### src/rtl/fill_pkg.sv
package fill_pkg;

    // One memory response beat and one cache word.
    localparam int BEAT_BITS = 32;
    localparam int WORD_BITS = 128;

    // Beats packed into one cache word.
    localparam int CHUNKS = WORD_BITS / BEAT_BITS;

    localparam int WORD_ADDR_BITS = 10;
    localparam int ID_BITS = 2;

    typedef logic [BEAT_BITS-1:0] beat_t;
    typedef logic [WORD_BITS-1:0] word_t;
    typedef logic [WORD_ADDR_BITS-1:0] word_addr_t;

    // Word address in the upper bits, chunk index in the lower bits.
    typedef logic [WORD_ADDR_BITS+$clog2(CHUNKS)-1:0] beat_addr_t;

    typedef logic [CHUNKS-1:0] wmask_t;
    typedef logic [ID_BITS-1:0] fill_id_t;

    // A beat after address decode.
    typedef struct packed {
        beat_addr_t addr;
        fill_id_t   id;
        beat_t      data;
    } fill_beat_t;

    // SRAM write command. The strobes are active low.
    typedef struct packed {
        logic       ce_n;
        logic       we_n;
        wmask_t     wm;
        word_addr_t addr;
        word_t      data;
    } cache_wr_t;

endpackage

### src/rtl/fill_beat_decoder.sv
`timescale 1ns/1ps

module fill_beat_decoder
    import fill_pkg::*;
#(
    parameter int LINE_BEATS = 16
) (
    input  logic       clk,
    input  logic       rst,
    input  logic       req_valid,
    input  fill_id_t   req_id,
    input  word_addr_t req_line,
    input  logic       beat_valid,
    input  fill_id_t   beat_id,
    input  beat_t      beat_data,
    input  logic       port_ready,
    output logic       beat_ready,
    output fill_beat_t beat,
    output logic       beat_fire
);

    localparam int CNT_BITS = $clog2(LINE_BEATS);
    localparam int IDS = 2 ** ID_BITS;

    typedef logic [CNT_BITS-1:0] beat_cnt_t;

    // Line start per id, and the position of the next beat within the line.
    word_addr_t base_r [IDS];
    beat_cnt_t  cnt_r  [IDS];

    assign beat_ready = port_ready;
    assign beat_fire  = beat_valid && port_ready;

    // The line start is word aligned, so the beat address is base * CHUNKS + count.
    assign beat.addr = beat_addr_t'({base_r[beat_id], {$clog2(CHUNKS){1'b0}}})
                     + beat_addr_t'(cnt_r[beat_id]);
    assign beat.id   = beat_id;
    assign beat.data = beat_data;

    always_ff @(posedge clk) begin
        if (rst) begin
            for (int i = 0; i < IDS; i++) begin
                cnt_r[i] <= '0;
            end
        end else begin
            // The count wraps at the end of the line.
            if (beat_fire) begin
                cnt_r[beat_id] <= cnt_r[beat_id] + 1'b1;
            end
            // A new request restarts its id, even over a beat of the same id.
            if (req_valid) begin
                cnt_r[req_id] <= '0;
            end
        end
    end

    always_ff @(posedge clk) begin
        if (req_valid) begin
            base_r[req_id] <= req_line;
        end
    end

endmodule

### config.mk
export PLATFORM = sky130hd
export DESIGN_NAME = fill_beat_decoder
export DESIGN_NICKNAME = d
export VERILOG_FILES = /design/src/rtl/fill_pkg.sv /design/src/rtl/fill_beat_decoder.sv
export SDC_FILE = /design/constraint.sdc
export NUM_CORES = 1
export LEC_CHECK = 0
export BUFFER_PORTS_ARGS = -buffer_cell sky130_fd_sc_hd__buf_2
export CAP_MARGIN = 20
export CORE_UTILIZATION = 50
export CTS_CLUSTER_SIZE = 24
export DETAILED_ROUTE_END_ITERATION = 12
export HOLD_SLACK_MARGIN = 0.15
export PLACE_DENSITY_LB_ADDON = 0.1
export SETUP_SLACK_MARGIN = 0.05
export SLEW_MARGIN = 20
export SYNTH_ARGS = -nofsm -noshare
export SYNTH_HDL_FRONTEND = slang
export SYNTH_SLANG_ARGS = --single-unit
### constraint.sdc
create_clock -name clk -period 3.8 [get_ports clk]
set_input_delay 0.76 -clock clk [delete_from_list [all_inputs] [get_ports clk]]
set_output_delay 0.76 -clock clk [all_outputs]
set_load 0.03 [all_outputs]
## Word level (Yosys, flattened, before mapping)

Memories as Yosys holds them, arrays and structs flattened.
Index checks and enable logic that the tools add are counted.

| cells by class | value |
|---|---|
| $mul | 0 |
| shifts and indexed selects | 0 |
| divide/modulo/power cells | 0 |
| order comparisons | 0 |
| equality and inequality tests | 0 |
| muxes and demuxes | 15 |
| reduce and logical (&&, ||, !) cells | 3 |
| add/subtract/negate cells | 2 |
| bitwise logic cells | 0 |

Operator list:

| operator | number |
|---|---|
| adder 12 x 4 -> 12 bit | 1 |
| 2-to-1 mux 1 bit | 11 |
| 2-to-1 mux 4 bit | 2 |
| OR reduction 4 bit | 2 |
| adder 4 x 1 -> 4 bit (second input constant) | 1 |
| 2-to-1 mux 2 bit | 2 |
| logical AND 1 bit | 1 |

| word-level totals | value |
|---|---|
| register bits | 0 |
| bits in writable memories | 56 |
| memories | 2 |
| bits in latches | 0 |
| bits in read-only memories | 0 |

Memory list:

| memory | words | width | read ports | clocked after memory_dff | write ports | RTL line | RTL |
|---|---|---|---|---|---|---|---|
| base_r | 4 | 10 | 1 | 0 | 1 | fill_beat_decoder.sv:28 | `word_addr_t base_r [IDS];` |
| cnt_r | 4 | 4 | 1 | 0 | 4 | fill_beat_decoder.sv:29 | `beat_cnt_t cnt_r [IDS];` |

## Longest topological paths before layout

| depth | value |
|---|---|
| depth after elaboration | 6 |
| depth in mapped cells | 9 |
| depth with buffers taken out | 6 |

## Least setup slack after synthesis

OpenSTA, ideal clock, no wires.

| timing | value |
|---|---|
| path type | input-to-output |
| start point | in beat_id[1] |
| end point | out beat[45] in the netlist's numbering |
| setup slack | -10 ps |
| data required time | 3,040 ps |
| stages | 9 |
| data arrival time | 3,050 ps |
| cells stage by stage | buf_2 -> buf_2 -> buf_1 -> mux4_2 -> ha_1 -> a21o_1 -> nand4_1 -> nor3_1 -> xor2_1 |

RTL lines:

| element | RTL line | RTL |
|---|---|---|
| start: declaration | fill_beat_decoder.sv:14 | `input fill_id_t beat_id,` |
| end: declaration | fill_beat_decoder.sv:18 | `output fill_beat_t beat,` |

==> results.txt <==
outcome = complete, no violations
Multi-input gate area = 980 sq um
register area share after synthesis = 54.0%
DR iter-0 viols = 88
Top delay family on crit path = adder cells
crit path DAT = 2.83 ns
maximum root-to-sink buffer count = 2
later-pin clock latency in the skew report = 0.30 ns
row count = 26
ant diodes = 0
vias in the first global route = 1,774
Max VDD drop = 0.000219 V
final setup violation count = 0
Leakage = 1.10 nW
CTS tree = done
Post CTS Setup Buffer Count = 0
top sig layer = met4
fin nets = 265
Worst Clk Skew = 0.00421 ns
clock buffer count from CTS = 5
Post-synth EDFFs = 40
crit path max fanout = 8
CP startpoint kind = input port
unrepaired setup endpoints after global routing = false
Worst-Margin Slew = 0.802 ns
first-pass GRT wire length = 9260 microns
grt ovf = 0
P per Cell Area = 431 nW/um^2
DRC viols = 0
Crit-path slowest cell = mux4_1
Async SR Flop Fraction = 0%
clock slew at reported path FFs = 0.09 ns
total die area = 5930 sq um
CP dominant cell by count = buf_2
Cell Area, Synth = 2820 sq um
Synth Net Count = 260
Final ANT Viol Nets = 0
Top FF cell, synth = edfxtp_1
Yosys cell types = 37
Core Region = 5270 sq um
post-synth top area share = 42.7%
Layout area overhead = 4.98%
fin. max-slew vios = 0
post-CTS resize count = 0
total area of sequential cells = 1520 sq um
Period minus WS final = 3.59 ns
Area contributors post-synth = edfxtp_1 (43%), dfxtp_1 (11%), buf_4 (9.3%), mux4_1 (9.3%), mux4_2 (3.2%)
DIE HEIGHT = 77.0 microns
Mapped Cells = 205
Req. time, crit path = 3.04 ns
hold violation count in the final report = 0
Rel. slew slack = 46.3%
Synth Register Bits = 56
fmax = 279 MHz
I/O pins = 99
vias post-DR = 1,685
synthesized area per cell = 13.7 sq um
dpl cell area = 2820 sq um
top-count cell post-synth = edfxtp_1
met2 routed WL = 2900 microns
max-cap violations = 0
Die W = 77.0 microns
initial cell density of the core = 53.4%
met1 wire length = 2370 microns
min-delay worst type = register to register
final instance area = 2960 sq um
CP bufs+invs = 2
synth cell count leaders = edfxtp_1 (40), buf_4 (35), dfxtp_1 (16)
crit path capture type = primary output
Sum Neg Setup Slack = 0 ns
clock root cell = clkbuf_8
Sink Count = 56
initial antenna violation count = 0
largest net degree at the start of global routing = 17
critical path type = input port to primary output
crit-path cells = buf_2, mux4_1, ha_1, fa_1, nand4_1, xnor2_1, buf_2
number of port buffers = 34
post-synth top area cell = edfxtp_1
crit-path max cell delay = 0.64 ns
All-Layer GR Usage = 21.2%
FILL cells = 445
Final Core Density = 56.1%
DP Wirelength = 4350 microns
routed length per instance = 21.3 microns
Met3 Wirelength = 504 microns
layout cells sized above 1 = 28.6%
H-tree depth = 2
drt first pass iters = 6
worst hold slack = 0.470 ns
GP Congestion = 0.784
final WL = 5970 microns
vias per inst = 6.02
Synth warnings = 0
Post-CTS Hold Buffers = 0
period utilisation layout = 94.4%
## worst paths after layout
path	start	cells after the start	to	slack (ns)
max reg2reg	cnt_r[3][0]	5	cnt_r[0][2]	2.00
max	beat_id[0]	7	beat[42]	0.21
min	cnt_r[0][0]	1	cnt_r[0][0]	0.47
min reg2reg	cnt_r[0][0]	1	cnt_r[0][0]	0.47
## metrics by stage
| stage | worst slack, ns | std cells | total power [mW] |
|---|---|---|---|
| after floorplan | 0.0512 | 205 | 0.863 |
| after global placement | 0.181 | 273 | 0.841 |
| after detailed placement | 0.108 | 273 | 0.845 |
| after CTS | 0.112 | 280 | 1.28 |
| after global routing | 0.114 | 280 | 1.31 |
| final | 0.215 | 280 | 1.27 |
## placed cells by master (no fill, tap or decap), types with 2 or more instances in the layout
cell	Yosys	routed
nor4b_1	3	3
nor4_1	2	2
nand3b_1	5	5
and2_1	3	3
xor2_1	5	4
ha_1	3	3
inv_1	4	4
buf_2	4	34
mux2_2	3	3
dfxtp_1	16	16
edfxtp_1	40	40
a21oi_1	7	7
nand4_1	3	3
and3_1	2	2
nor3_1	9	8
nor2_1	7	7
nand2_1	12	12
xnor2_1	5	5
bufinv_16	0	2
o2bb2ai_1	6	6
mux4_2	4	4
a22oi_1	2	2
mux4_1	10	10
clkbuf_8	0	5
buf_4	35	7
## final cells by class
| type | count | share of cell area (%) |
|---|---|---|
| inverters | 4 | 0.508 |
| flip-flops and latches | 56 | 51.5 |
| well taps | 70 | 2.96 |
| clock inverters | 2 | 2.03 |
| repair buffers | 41 | 7.54 |
| clock buffers | 5 | 2.33 |
| multi-input cells | 102 | 33.1 |
## routing by layer
layer / track usage, % / vias to the layer above
met5: 2.73 / -
met4: 10.6 / 0
met3: 7.50 / 26
li1: - / 746
met2: 33.8 / 82
met1: 25.2 / 831
## registers in the layout, indices dropped and copies added (netlist names)
name and flops:
cnt_r 16, base_r 40
## cell families (layout without fill, tap and decap cells)
kind of cell	Yosys count	count (layout)	synth area share (%)
flip-flops	56	56	54.0
AND/OR/NAND/NOR	52	52	10.4
buffers and inverters	47	52	11.8
AO/OA/AOI/OAI	19	19	4.89
multiplexers	17	17	13.7
XOR/XNOR	10	10	3.11
adder cells (fa/ha/maj)	4	4	2.04
## power breakdown
part	total, mW	leakage (nW)	switching (mW)	internal [mW]
registers	0.685	0.497	0.00660	0.679
logic	0.145	0.544	0.0928	0.0524
clock network	0.444	0.0642	0.185	0.259
total	1.27	1.10	0.284	0.990
(Power assumes the default switching activity.)
