## config.mk

```make
export PLATFORM = sky130hd
export DESIGN_NAME = fill_completion_tracker
export DESIGN_NICKNAME = d
export VERILOG_FILES = /design/src/rtl/fill_pkg.sv /design/src/rtl/fill_completion_tracker.sv
export SDC_FILE = /design/constraint.sdc
export NUM_CORES = 1
export LEC_CHECK = 0
export ABC_CLOCK_PERIOD_IN_PS = 4300
export BUFFER_PORTS_ARGS = -buffer_cell sky130_fd_sc_hd__buf_2
export CAP_MARGIN = 20
export CORE_UTILIZATION = 30
export DETAILED_ROUTE_END_ITERATION = 12
export PLACE_DENSITY = 0.47
export SLEW_MARGIN = 20
export SYNTH_ARGS = -nofsm -noshare
export SYNTH_HDL_FRONTEND = slang
export SYNTH_SLANG_ARGS = --single-unit
export TNS_END_PERCENT = 5
```

## constraint.sdc

```tcl
create_clock -name clk -period 4.3 [get_ports clk]
set_input_delay 0.645 -clock clk [delete_from_list [all_inputs] [get_ports clk]]
set_output_delay 0.645 -clock clk [all_outputs]
set_load 0.1 [all_outputs]
```

## src/rtl/fill_pkg.sv

```systemverilog
package fill_pkg;

    // One memory response beat and one cache word.
    localparam int BEAT_BITS = 32;
    localparam int WORD_BITS = 128;

    // Beats packed into one cache word.
    localparam int CHUNKS = WORD_BITS / BEAT_BITS;

    localparam int WORD_ADDR_BITS = 10;
    localparam int ID_BITS = 2;

    typedef logic [BEAT_BITS-1:0] beat_t;
    typedef logic [WORD_BITS-1:0] word_t;
    typedef logic [WORD_ADDR_BITS-1:0] word_addr_t;

    // Word address in the upper bits, chunk index in the lower bits.
    typedef logic [WORD_ADDR_BITS+$clog2(CHUNKS)-1:0] beat_addr_t;

    typedef logic [CHUNKS-1:0] wmask_t;
    typedef logic [ID_BITS-1:0] fill_id_t;

    // A beat after address decode.
    typedef struct packed {
        beat_addr_t addr;
        fill_id_t   id;
        beat_t      data;
    } fill_beat_t;

    // SRAM write command. The strobes are active low.
    typedef struct packed {
        logic       ce_n;
        logic       we_n;
        wmask_t     wm;
        word_addr_t addr;
        word_t      data;
    } cache_wr_t;

endpackage

```

## src/rtl/fill_completion_tracker.sv

```systemverilog
`timescale 1ns/1ps

module fill_completion_tracker
    import fill_pkg::*;
#(
    parameter int LINE_BEATS = 16
) (
    input  logic     clk,
    input  logic     rst,
    input  logic     ack_valid,
    input  fill_id_t ack_id,
    output logic     fill_done,
    output fill_id_t fill_done_id
);

    localparam int CNT_BITS = $clog2(LINE_BEATS);
    localparam int IDS = 2 ** ID_BITS;

    typedef logic [CNT_BITS-1:0] beat_cnt_t;

    beat_cnt_t ack_cnt_r [IDS];
    logic      line_full;

    // This ack carries the last beat of its line.
    assign line_full = ack_valid && (ack_cnt_r[ack_id] == beat_cnt_t'(LINE_BEATS - 1));

    always_ff @(posedge clk) begin
        if (rst) begin
            for (int i = 0; i < IDS; i++) begin
                ack_cnt_r[i] <= '0;
            end
            fill_done <= 1'b0;
        end else begin
            fill_done <= line_full;
            if (line_full) begin
                ack_cnt_r[ack_id] <= '0;
            end else if (ack_valid) begin
                ack_cnt_r[ack_id] <= ack_cnt_r[ack_id] + 1'b1;
            end
        end
    end

    always_ff @(posedge clk) begin
        fill_done_id <= ack_id;
    end

endmodule

```

== After elaboration in Yosys (flattened, before gate mapping) ==
Memories as Yosys holds them, arrays and structs flattened.
Cells that the tools add are included.
Cells by class
  $add $sub $neg: 1
  muxes and demuxes: 13
  bitwise operators: 1
  equality and inequality tests: 1
  reductions and logical operators: 2
Operators with widths (count)
  2-to-1 mux 1 bit: 10
  2-to-1 mux 4 bit: 2
  adder 4 x 1 -> 4 bit (second input constant): 1
  == test 4 bit (second input constant): 1
  OR reduction 4 bit: 1
  2-to-1 mux 2 bit: 1
  logical AND 1 bit: 1
  bitwise OR 1 bit: 1
Storage, ports and cells
  memories: 1
  output and inout port bits: 3
  input port bits: 5
  register bits: 3
  memory bits (writable): 16
Memories
  ack_cnt_r: words 4, bits a word 4, rd ports 1, clocked after Yosys merged registers in 0, write ports 4, line fill_completion_tracker.sv:21  | beat_cnt_t ack_cnt_r [IDS];

== Logic depth before layout (Yosys ltp) ==
Gate-level depths: netlist of the first run.
An unclocked memory read counts as a cell.
  depth after elaboration: 9
  depth in mapped cells: 6
  gate-level depth less buffers: 5

== Least setup slack after synthesis of the first run ==
OpenSTA, ideal clock, no wires.
  path kind: input-to-reg
  start: input ack_id[0]
  end: memory ack_cnt_r[0][0] (netlist name), data pin
  stages: 6
  setup time: 0.140 ns
  setup slack: 2.047 ns
  arrival: 2.113 ns
  buffers on the path: 1
  cells stage by stage: buf_6 -> mux4_2 -> ha_1 -> and3_4 -> or3_4 -> nor2_1
RTL lines
  from (decl): line fill_completion_tracker.sv:11  | input fill_id_t ack_id,
  to (decl): line fill_completion_tracker.sv:21

==> results of run 1 <==
## per-stage QoR
stage | util | power (mW) | hold WS, ps | area (um2)
after global routing | 0.3498 | 0.3677 | 548.5 | 964.7
after CTS | 0.3498 | 0.3573 | 551.4 | 964.7
after floorplan | - | 0.2552 | 672.7 | 878.3
after detailed placement | 0.3398 | 0.2669 | 848.9 | 937.1
final | 0.3498 | 0.3531 | 558.0 | 964.7
after global placement | 0.3398 | 0.2680 | 848.3 | 937.1
## where the power goes
| part | switching (mW) | leakage [nW] | internal [mW] | total (mW) |
|---|---|---|---|---|
| Clock | 0.0561 | 0.0177 | 0.0347 | 0.0909 |
| Sequential | 0.00303 | 0.192 | 0.210 | 0.213 |
| Combinational | 0.0314 | 0.165 | 0.0177 | 0.0490 |
## layer usage
metal | part of all wire | track usage | wire length [um]
met1 | 0.49 | 0.1497 | 762
met2 | 0.44 | 0.1650 | 692
met3 | 0.054 | 0.05116 | 85
met4 | 0.015 | 0.04181 | 24
met5 | 0 | 0 | 0
## cell families (layout without fill, tap and decap cells)
family                   after synthesis  count (layout)
flip-flops                            19              19
adder cells (fa/ha/maj)                1               1
buffers and inverters                  6              15
XOR/XNOR                               1               1
AO/OA/AOI/OAI                          3               3
AND/OR/NAND/NOR                       31              31
multiplexers                           4               4
## cells in the mapped netlist
| cell | n |
|---|---|
| clkbuf_1 | 1 |
| nand2b_1 | 4 |
| and4b_1 | 1 |
| nor2_1 | 13 |
| edfxtp_1 | 16 |
| inv_1 | 4 |
| ha_1 | 1 |
| and2b_1 | 1 |
| a311oi_2 | 1 |
| a31o_2 | 1 |
| and3_4 | 1 |
| mux4_2 | 4 |
| nand2_1 | 3 |
| dfxtp_1 | 3 |
| or3_4 | 1 |
| nand3_1 | 2 |
| nor3_1 | 1 |
| buf_6 | 1 |
| nor2b_1 | 3 |
| or3_1 | 1 |
| xnor2_1 | 1 |
| a21o_1 | 1 |
## worst paths after layout
check | start | endpoint | cells after the start
setup / recovery | ack_id[0] | ack_cnt_r[0][0]$_SDFFCE_PN0P_ | 6
hold reg to reg | ack_cnt_r[0][0]$_SDFFCE_PN0P_ | ack_cnt_r[2][0]$_SDFFCE_PN0P_ | 2
hold / removal | ack_id[1] | fill_done_id[1]$_DFF_P_ | 1
setup reg to reg | ack_cnt_r[2][0]$_SDFFCE_PN0P_ | ack_cnt_r[0][0]$_SDFFCE_PN0P_ | 5
## area by class of cell
class,instances,area (um2),share of cell area
clock inverters,1,5.005,0.005188
repair buffers,7,35.03,0.03632
inverters,4,15.01,0.01556
clock buffers,3,22.52,0.02335
flip-flops and latches,19,540.5,0.5603
multi-input cells,40,307.8,0.3191
well taps,31,38.79,0.04021
## state kept, by name, summed over array words and instances, names as in the netlist
signal and count:
ack_cnt_r 16, fill_done_id 2, fill_done 1
## worst max-delay path, delay by kind of cell
kind          cells  cell delay [ps]
fa+ha+maj         1              260
mux               1              600
simple gates      3              620
buf+inv           1              200
==> out/qor.csv, run 1 <==
stage,metric,value,unit
placed_design,Place WS,1812,ps
clocking,CTS buffer count,3,
detailed_routing,Avg Vias per Cell,5.057,
clocking,H-tree depth,1,
die,std cell rows,19,
cells_and_area,Nets,81,
pwr,Lkg Pwr,0.3748,nW
synthesis,simple-gate share of the synthesized area,0.1880,
global_routing,pin count of the biggest net entering global routing,12,
critical_path,WS Path Type,in2reg,
cells_and_area,most frequent cells in the layout,"16 x edfxtp_1, 13 x nor2_1, 7 x buf_2",
global_routing,initial antenna violation count,0,
critical_path,Setup crit end kind,flop,
pwr,maximum VDD drop,0.0001974,V
critical_path,critical-path cell list,buf_2 > mux4_2 > ha_1 > and3_4 > or3_4 > nor2_1,
timing,Final Max Tran Viols,0,
synthesis,Yosys Warn Count,0,
global_routing,Total Routing Usage GR,0.1138,
cells_and_area,fillers,269,
synthesis,Mean Syn Cell Area,13.51,um2
placed_design,port bufs,7,
global_routing,first-pass GRT wire length,2539,um
timing,relative slew slack,0.6778,
synthesis,register bit total from synthesis,19,
global_routing,vias in the first global route,518,
clocking,Worst-path clk slew,110,ps
critical_path,flop-to-flop setup slack,2350,ps
synthesis,synth unique cells,22,
critical_path,CP Max Fanout,9,
synthesis,dominant combinational cell family by area after synthesis,simple AND/OR/NAND/NOR gates,
placed_design,Detailed Place HPWL,1205,um
timing,Least-Margin Pin Slew,486.7,ps
die,I/O Pins,8,
timing,fmax,0.4640,GHz
cells_and_area,ratio of cells with drive above 1 in the final layout,0.2568,
critical_path,worst endpoint required time,4470,ps
cells_and_area,"most common cell after layout, fill and taps aside",edfxtp_1,
detailed_routing,1st-iter DRT viols,11,
placed_design,placed cells,101,
die,die width,56.11,um
detailed_routing,drt pass-1 iters,4,
timing,crit path time final,2155,ps
detailed_routing,DRT antenna net count,0,
synthesis,multiplexer share of the synthesized area,0.1026,
synthesis,Syn Nets,71,
synthesis,cell count after synthesis,65,
detailed_routing,WL/cell,14.90,um
job,Max Cap Violations,0,
detailed_routing,drt drc,0,
clocking,postcts setup bufs,0,
synthesis,largest cells by area after synthesis,"edfxtp_1 55%, mux4_2 10%, dfxtp_1 6.8%",
pwr,Pwr Density,366.0,nW/um2
clocking,CTS max path bufs,2,
clocking,CTS tree,built,
timing,Sum Neg Setup Slack,0,ps
clocking,Worst-Skew Late Latency,300,ps
critical_path,Critical Path Slowest Stage Cell,mux4_2,
critical_path,CP Launch Type,primary input,
timing,Final Hold Fails,0,
cells_and_area,ant diodes,0,
detailed_routing,vias,531,
synthesis,biggest area consumer among synthesized cells,edfxtp_1,
global_routing,GRT overflow,0,
clocking,cts repair resizes,0,
synthesis,Mapped Area,878.3,um2
timing,Final Skew,8.111,ps
cells_and_area,area delta synth->final,9.829,%
timing,RSZ-0062 raised after global routing,no,
clocking,hold-fix buffers at CTS,0,
synthesis,Post-Synth Adder-Cell Area,0.01425,
outcome,outcome,completed,
clocking,clk root buf,clkbuf_4,
critical_path,WP data arrival,2330,ps
synthesis,part of the Yosys area used for sequential elements,0.6154,
hold_path,HP Class,in2reg,
synthesis,Yosys top cell area share,0.5470,
die,Starting Density,0.3185,
die,die height,56.11,um
timing,setup violators final,0,
timing,final worst slack,2145,ps
synthesis,post-synthesis compound-gate area fraction,0.03561,
clocking,# clock sinks,19,
die,DIE AREA,3148,um2
synthesis,xor and xnor area share after synthesis,0.009972,
cells_and_area,Non-Filler Instances,105,
detailed_routing,final WL,1564,um
placed_design,routability cong.,0.7632,
critical_path,CP peak stage delay,600,ps
die,core area,2758,um2
timing,Final Cycle Share,0.5012,
Power figures use the tool's default switching activity.
==> run 2, diff against run 1 <==
- ABC_AREA: default -> 1
- ABC_CLOCK_PERIOD_IN_PS: 4300 -> 2180
- clock period: 4.3 -> 2.18 ns (I/O delays scaled with it)
==> run 2 against run 1 <==
Net effect:
- synthesized cell count is 65% higher
- register-to-register slack worse by 1700 ps
- combinational power is 130% higher
- highest routed layer unchanged
==> out/qor.csv, run 2 <==
stage,metric,value,unit,change
outcome,outcome,completed,,
detailed_routing,1st-iter DRT viols,29,,+18
die,core area,3103,um2,+13%
timing,Sum Neg Setup Slack,0,ps,unchanged
die,die height,59.87,um,+6.7%
die,Starting Density,0.3238,,+0.005279
cells_and_area,fillers,355,,+32%
detailed_routing,drt drc,0,,unchanged
pwr,Lkg Pwr,0.4786,nW,+28%
synthesis,"EDFF count, synth",16,,unchanged
detailed_routing,vias,676,,+27%
synthesis,register bit total from synthesis,19,,unchanged
placed_design,port bufs,7,,unchanged
die,die width,59.87,um,+6.7%
global_routing,vias in the first global route,631,,+22%
critical_path,Critical Path Slowest Stage Cell,edfxtp_1,,
timing,Least-Margin Pin Slew,484.3,ps,-2.362 ps
job,Max Cap Violations,0,,unchanged
synthesis,biggest area consumer among synthesized cells,edfxtp_1,,
detailed_routing,final WL,1930,um,+23%
global_routing,Total Routing Usage GR,0.1336,,+0.01976
hold_path,HP Class,in2reg,,
pwr,total chip power,0.7106,mW,+100%
placed_design,Detailed Place HPWL,1472,um,+22%
timing,Final Max Tran Viols,0,,unchanged
synthesis,Synth async-reset ratio,0,,unchanged
synthesis,Yosys Warn Count,0,,unchanged
critical_path,CP Launch Type,flop,,
critical_path,Setup crit end kind,flop,,
clocking,# clock sinks,19,,unchanged
clocking,CTS max path bufs,2,,unchanged
critical_path,critical-path cell list,nand2_2 > nand2_1 > nand2_1 > o21ai_2 > ha_1 > nand3_2 > nand2_2 > inv_2 > nand3_2 > nor2_1,,
critical_path,end of the critical path,ack_cnt_r[1][3]$_SDFFCE_PN0P_,,
clocking,cts repair resizes,0,,unchanged
detailed_routing,WL/cell,12.06,um,-19%
cells_and_area,Largest Register,ack_cnt_r,,
synthesis,synth unique cells,20,,-9.1%
pwr,Pwr Density,654.3,nW/um2,+79%
global_routing,GRT overflow,0,,unchanged
placed_design,routability cong.,0.7815,,+2.4%
critical_path,CP peak stage delay,420,ps,-180 ps
detailed_routing,Avg Vias per Cell,4.225,,-16%
clocking,hold-fix buffers at CTS,0,,unchanged
critical_path,R2R cell count,10,,+5
clocking,Worst-Skew Late Latency,300,ps,about the same
cells_and_area,Largest regs,"ack_cnt_r x16, fill_done_id x2, fill_done x1",,
synthesis,Yosys top cell area share,0.4782,,-0.06880
timing,relative slew slack,0.6793,,+0.001564
critical_path,reg-to-reg endpoint,ack_cnt_r[1][3]$_SDFFCE_PN0P_,,
timing,setup violators final,0,,unchanged
pwr,maximum VDD drop,0.0003023,V,+53%
critical_path,FF-to-FF Start,ack_cnt_r[0][1]$_SDFFCE_PN0P_,,
timing,crit path time final,1556,ps,
critical_path,WS Path Type,reg2reg,,
die,DIE AREA,3584,um2,+14%
global_routing,pin count of the biggest net entering global routing,13,,+1
detailed_routing,DRT antenna net count,0,,unchanged
die,std cell rows,20,,+1
timing,fmax,0.6425,GHz,
timing,Final Hold Fails,0,,unchanged
cells_and_area,Largest register FFs,16,,unchanged
synthesis,largest cells by area after synthesis,"edfxtp_1 48%, inv_1 6.7%, nand2_1 6.7%",,
critical_path,CP Launch Point,ack_cnt_r[0][1]$_SDFFCE_PN0P_,,
detailed_routing,drt pass-1 iters,4,,unchanged
clocking,H-tree depth,1,,unchanged
cells_and_area,most frequent cells in the layout,"18 x nand2_1, 18 x inv_1, 16 x nor2_1, 16 x edfxtp_1, 10 x nand2_2",,
clocking,CTS buffer count,3,,unchanged
cells_and_area,ant diodes,0,,unchanged
timing,RSZ-0062 raised after global routing,no,,
clocking,Worst-path clk slew,110,ps,about the same
clocking,CTS tree,built,,
critical_path,worst endpoint required time,2350,ps,-2120 ps
cells_and_area,area delta synth->final,8.094,%,
synthesis,cell count after synthesis,107,,+65%
synthesis,Syn Nets,113,,+59%
synthesis,part of the Yosys area used for sequential elements,0.5380,,-0.07740
timing,Final Cycle Share,0.7140,,
global_routing,first-pass GRT wire length,3249,um,+28%
synthesis,Mapped Area,1005,um2,+14%
timing,Final Skew,2.496,ps,-5.615 ps
die,I/O Pins,8,,unchanged
synthesis,Post-synth top cells,"18 x inv_1, 18 x nand2_1, 16 x edfxtp_1, 16 x nor2_1, 10 x nand2_2",,
cells_and_area,Nets,123,,+52%
synthesis,Main synth FF type,edfxtp_1,,
global_routing,initial antenna violation count,0,,unchanged
cells_and_area,ratio of cells with drive above 1 in the final layout,0.3017,,+0.04497
clocking,clk root buf,clkbuf_4,,
synthesis,Mean Syn Cell Area,9.390,um2,-31%
critical_path,flop-to-flop setup slack,620,ps,-1730 ps
critical_path,WP data arrival,1720,ps,-610 ps
clocking,postcts setup bufs,0,,unchanged
critical_path,CP Max Fanout,4,,-5
[run 2: changes by cell type in the layout (fill, tap and decap cells not counted), sizes merged, moves of 2 or more]
cell	previous run	this run
inv	4	23
mux4	4	0
nand2	3	28
nand2b	4	0
nand3	2	10
nor2	13	17
nor2b	3	0
o21ai	0	3
or3	2	0
[run 2: cell families (layout without fill, tap and decap cells)]
| kind of cell | Yosys count | count (layout) | synth area share |
|---|---|---|---|
| DFF | 19 | 19 | 0.5380 |
| and+or+nand+nor | 56 | 56 | 0.2815 |
| AOI/OAI and AO/OA | 5 | 5 | 0.03487 |
| buffers and inverters | 26 | 35 | 0.1332 |
| adders and majority gates | 1 | 1 | 0.01245 |
[run 2: layout make-up]
| type | count | area, um2 | share of cell area |
|---|---|---|---|
| timing repair buffer | 8 | 42.54 | 0.03917 |
| clock buffer | 4 | 26.28 | 0.02419 |
| multi-input combinational | 62 | 330.3 | 0.3041 |
| inverter | 23 | 91.34 | 0.08410 |
| sequential | 19 | 540.5 | 0.4977 |
| tap | 44 | 55.05 | 0.05069 |
[run 2: metrics by stage]
stage	instances	utilization	setup slack, ps	hold WS, ps	instance area [um2]
floorplan	107	-	568.2	354.7	1005
global placement	156	0.3415	347.7	579.5	1060
detailed placement	156	0.3415	334.9	579.7	1060
global route	160	0.3500	489.0	250.0	1086
CTS	160	0.3500	602.9	255.8	1086
finish	160	0.3500	623.5	257.9	1086
[run 2: worst min path at each step]
stage	startpoint	to	slack, ps	cells after the start
2_1_floorplan	ack_id[0]	fill_done_id[0]$_DFF_P_	350	0
3_3_place_gp	ack_id[1]	fill_done_id[1]$_DFF_P_	580	1
3_5_place_dp	ack_id[1]	fill_done_id[1]$_DFF_P_	580	1
4_1_cts	ack_id[1]	fill_done_id[1]$_DFF_P_	260	1
5_1_grt	ack_id[1]	fill_done_id[1]$_DFF_P_	250	1
6_report	ack_id[1]	fill_done_id[1]$_DFF_P_	260	1
[run 2: metal layers]
metal  share of wire  vias up  routed length (um)  track usage
met3           0.047        2                  90      0.03896
met5               0        -                   0            0
met4           0.012        0                  24      0.05980
met2            0.44       16                 846       0.1905
met1            0.50      309                 968       0.1859
li1                -      349                   -            -
[run 2: power by group]
part	leakage (nW)	total, mW	internal [mW]	switching [mW]
clock	0.0150	0.182	0.0713	0.111
combinational	0.272	0.111	0.0293	0.0818
sequential	0.192	0.418	0.413	0.00471
total	0.479	0.711	0.513	0.197
[run 2: worst max-delay path: cells and delay by family (launching register included)]
| family | cells | cell delay, ps |
|---|---|---|
| fa+ha+maj | 1 | 250 |
| compound gates | 1 | 70 |
| buf+inv | 1 | 80 |
| flops | 1 | 420 |
| simple gates | 7 | 600 |
==> run 3, diff against run 2 <==
- ABC_AREA: 1 -> 0
- ABC_CLOCK_PERIOD_IN_PS: 2180 -> 1300
- PLACE_DENSITY: 0.47 -> 0.49
- clock period: 2.18 -> 1.3 ns (I/O delays scaled with it)
==> run 3 against run 2 <==
Net effect:
- the run now ends with setup timing left
- cell count is 28% lower
- sequential share of layout area is 0.34 points lower
- worst hold slack worse by 170 ps
- setup slack worse by 1200 ps
- power is 76% higher
- critical path type unchanged
- critical endpoint is now ack_cnt_r[0][0]$_SDFFCE_PN0P_
- largest power group unchanged
==> out/qor.csv, run 3 (synthesis results as in run 1) <==
stage,metric,value,unit,change
outcome,outcome,"complete, but fails checks",,
outcome,failing checks,setup timing,,
timing,Fin Hold WS,86.01,ps,-171.9 ps
die,die height,56.11,um,-6.3%
critical_path,CP Launch Type,flop,,
pwr,Lkg Pwr,0.4326,nW,-9.6%
cells_and_area,ratio of cells with drive above 1 in the final layout,0.4167,,+0.1149
critical_path,WS Path Type,reg2reg,,
timing,relative slew slack,0.6753,,-0.003988
global_routing,met3 Usage GRT,0.02791,,-0.01105
placed_design,Detailed Place HPWL,1361,um,-7.5%
clocking,Worst-Skew Late Latency,310,ps,about the same
detailed_routing,drt pass-1 iters,3,,-1
cells_and_area,area delta synth->final,24.50,%,
critical_path,R2R cell count,5,,-5
timing,Final Max Tran Viols,0,,unchanged
detailed_routing,1st-iter DRT viols,13,,-55%
cells_and_area,Util after Layout,0.3966,,+0.04655
critical_path,WP data arrival,2060,ps,+340 ps
timing,RSZ-0062 raised after global routing,yes,,
cells_and_area,Largest regs,"ack_cnt_r x16, fill_done_id x2, fill_done x1",,
timing,setup violators final,17,,+17
clocking,clk root buf,clkbuf_4,,
hold_path,HP Class,in2reg,,
die,std cell rows,19,,-5.0%
job,Max Cap Violations,0,,unchanged
clocking,postcts setup bufs,0,,unchanged
timing,final worst slack,-584.5,ps,-1208 ps
pwr,Pwr Density,1145,nW/um2,+75%
global_routing,Total Routing Usage GR,0.1294,,-0.004224
critical_path,CP Max Fanout,4,,unchanged
global_routing,first-pass GRT wire length,2904,um,-11%
clocking,# clock sinks,19,,unchanged
detailed_routing,DRT antenna net count,0,,unchanged
die,die width,56.11,um,-6.3%
timing,Final Skew,1.683,ps,-0.8131 ps
timing,Least-Margin Pin Slew,490.4,ps,+6.024 ps
clocking,CTS buffer count,3,,unchanged
clocking,CTS tree,built,,
placed_design,port bufs,7,,unchanged
cells_and_area,Largest register FFs,16,,unchanged
global_routing,GRT overflow,0,,unchanged
pwr,maximum VDD drop,0.0005711,V,+89%
critical_path,worst endpoint required time,1480,ps,-870 ps
die,Starting Density,0.3185,,-0.005279
global_routing,met1 Use GR,0.1596,,-0.02625
cells_and_area,"most common cell after layout, fill and taps aside",edfxtp_1,,
detailed_routing,drt drc,0,,unchanged
global_routing,GR Layer Usage met2,0.2092,,+0.01871
timing,Final Cycle Share,1.450,,+0.7356
die,core area,2758,um2,-11%
detailed_routing,vias,582,,-14%
cells_and_area,Largest Register,ack_cnt_r,,
global_routing,pin count of the biggest net entering global routing,13,,unchanged
timing,fmax,0.5306,GHz,-17%
cells_and_area,ant diodes,0,,unchanged
global_routing,initial antenna violation count,0,,unchanged
detailed_routing,WL/cell,15.17,um,+26%
clocking,Worst-path clk slew,120,ps,about the same
timing,crit path time final,1885,ps,+328.0 ps
detailed_routing,final WL,1744,um,-9.6%
cells_and_area,fillers,269,,-24%
detailed_routing,Avg Vias per Cell,5.061,,+20%
global_routing,GRT busiest layer,met2,,
die,I/O Pins,8,,unchanged
timing,Final Hold Fails,0,,unchanged
global_routing,vias in the first global route,599,,-5.1%
cells_and_area,most frequent cells in the layout,"16 x edfxtp_1, 12 x nor2_1, 10 x buf_4",,
placed_design,routability cong.,0.7620,,-2.5%
hold_path,hold path cells,1,,unchanged
clocking,CTS max path bufs,2,,unchanged
cells_and_area,Nets,91,,-26%
clocking,H-tree depth,1,,unchanged
die,DIE AREA,3148,um2,-12%
critical_path,Setup crit end kind,flop,,
[run 3: cell type report]
class / count / area (um2) / share of cell area
multi-input cells: 40 / 359.1 / 0.3284
clock buffers: 3 / 22.52 / 0.02059
inverters: 4 / 15.01 / 0.01373
clock inverters: 1 / 7.507 / 0.006865
repair buffers: 17 / 110.1 / 0.1007
well taps: 31 / 38.79 / 0.03547
flip-flops and latches: 19 / 540.5 / 0.4943
[run 3: through the flow]
stage | worst slack (ps) | TNS, ps | std cells | power (mW) | area, um2
3_3_place_gp | -710.9 | -9242 | 111 | 0.9159 | 1025
2_1_floorplan | -444.5 | -5451 | 65 | 0.8514 | 894.6
5_1_grt | -645.6 | -8488 | 115 | 1.304 | 1094
6_report | -584.5 | -7332 | 115 | 1.252 | 1094
4_1_cts | -577.4 | -7570 | 115 | 1.245 | 1071
3_5_place_dp | -705.1 | -9388 | 111 | 0.9174 | 1025
[run 3: worst paths after layout]
check                           startpoint                            end  slack, ps
min reg2reg  ack_cnt_r[0][0]$_SDFFCE_PN0P_  ack_cnt_r[2][0]$_SDFFCE_PN0P_        950
max              ack_cnt_r[3][0]$_DFFE_PP_  ack_cnt_r[0][0]$_SDFFCE_PN0P_       -580
min                              ack_id[1]        fill_done_id[1]$_DFF_P_         90
max reg2reg      ack_cnt_r[3][0]$_DFFE_PP_  ack_cnt_r[0][0]$_SDFFCE_PN0P_       -580
[run 3: critical path: stages, from the launching register on]
cell and delay (ps):
edfxtp_1 400, mux4_2 540, ha_4 210, and3_4 150, or3_4 350, nor2_1 100
[run 3: where the power goes]
group / switching (mW) / total [mW] / leakage, nW / internal, mW
Clock: 0.207 / 0.325 / 0.0139 / 0.117
Combinational: 0.124 / 0.222 / 0.227 / 0.0977
Sequential: 0.0104 / 0.706 / 0.192 / 0.695
Total: 0.342 / 1.25 / 0.433 / 0.910
[run 3: what timing repair did]
action | in CTS | in global routing
setup endpoints to repair | 17 | 17
hold buffers | 0 | 0
resized for setup | 2 | 4
pin swaps | 5 | 1
[run 3: metal layers]
layer,routed length (um),share of wire
met3,40,0.023
met1,793,0.45
met4,23,0.013
met5,0,0
met2,887,0.51
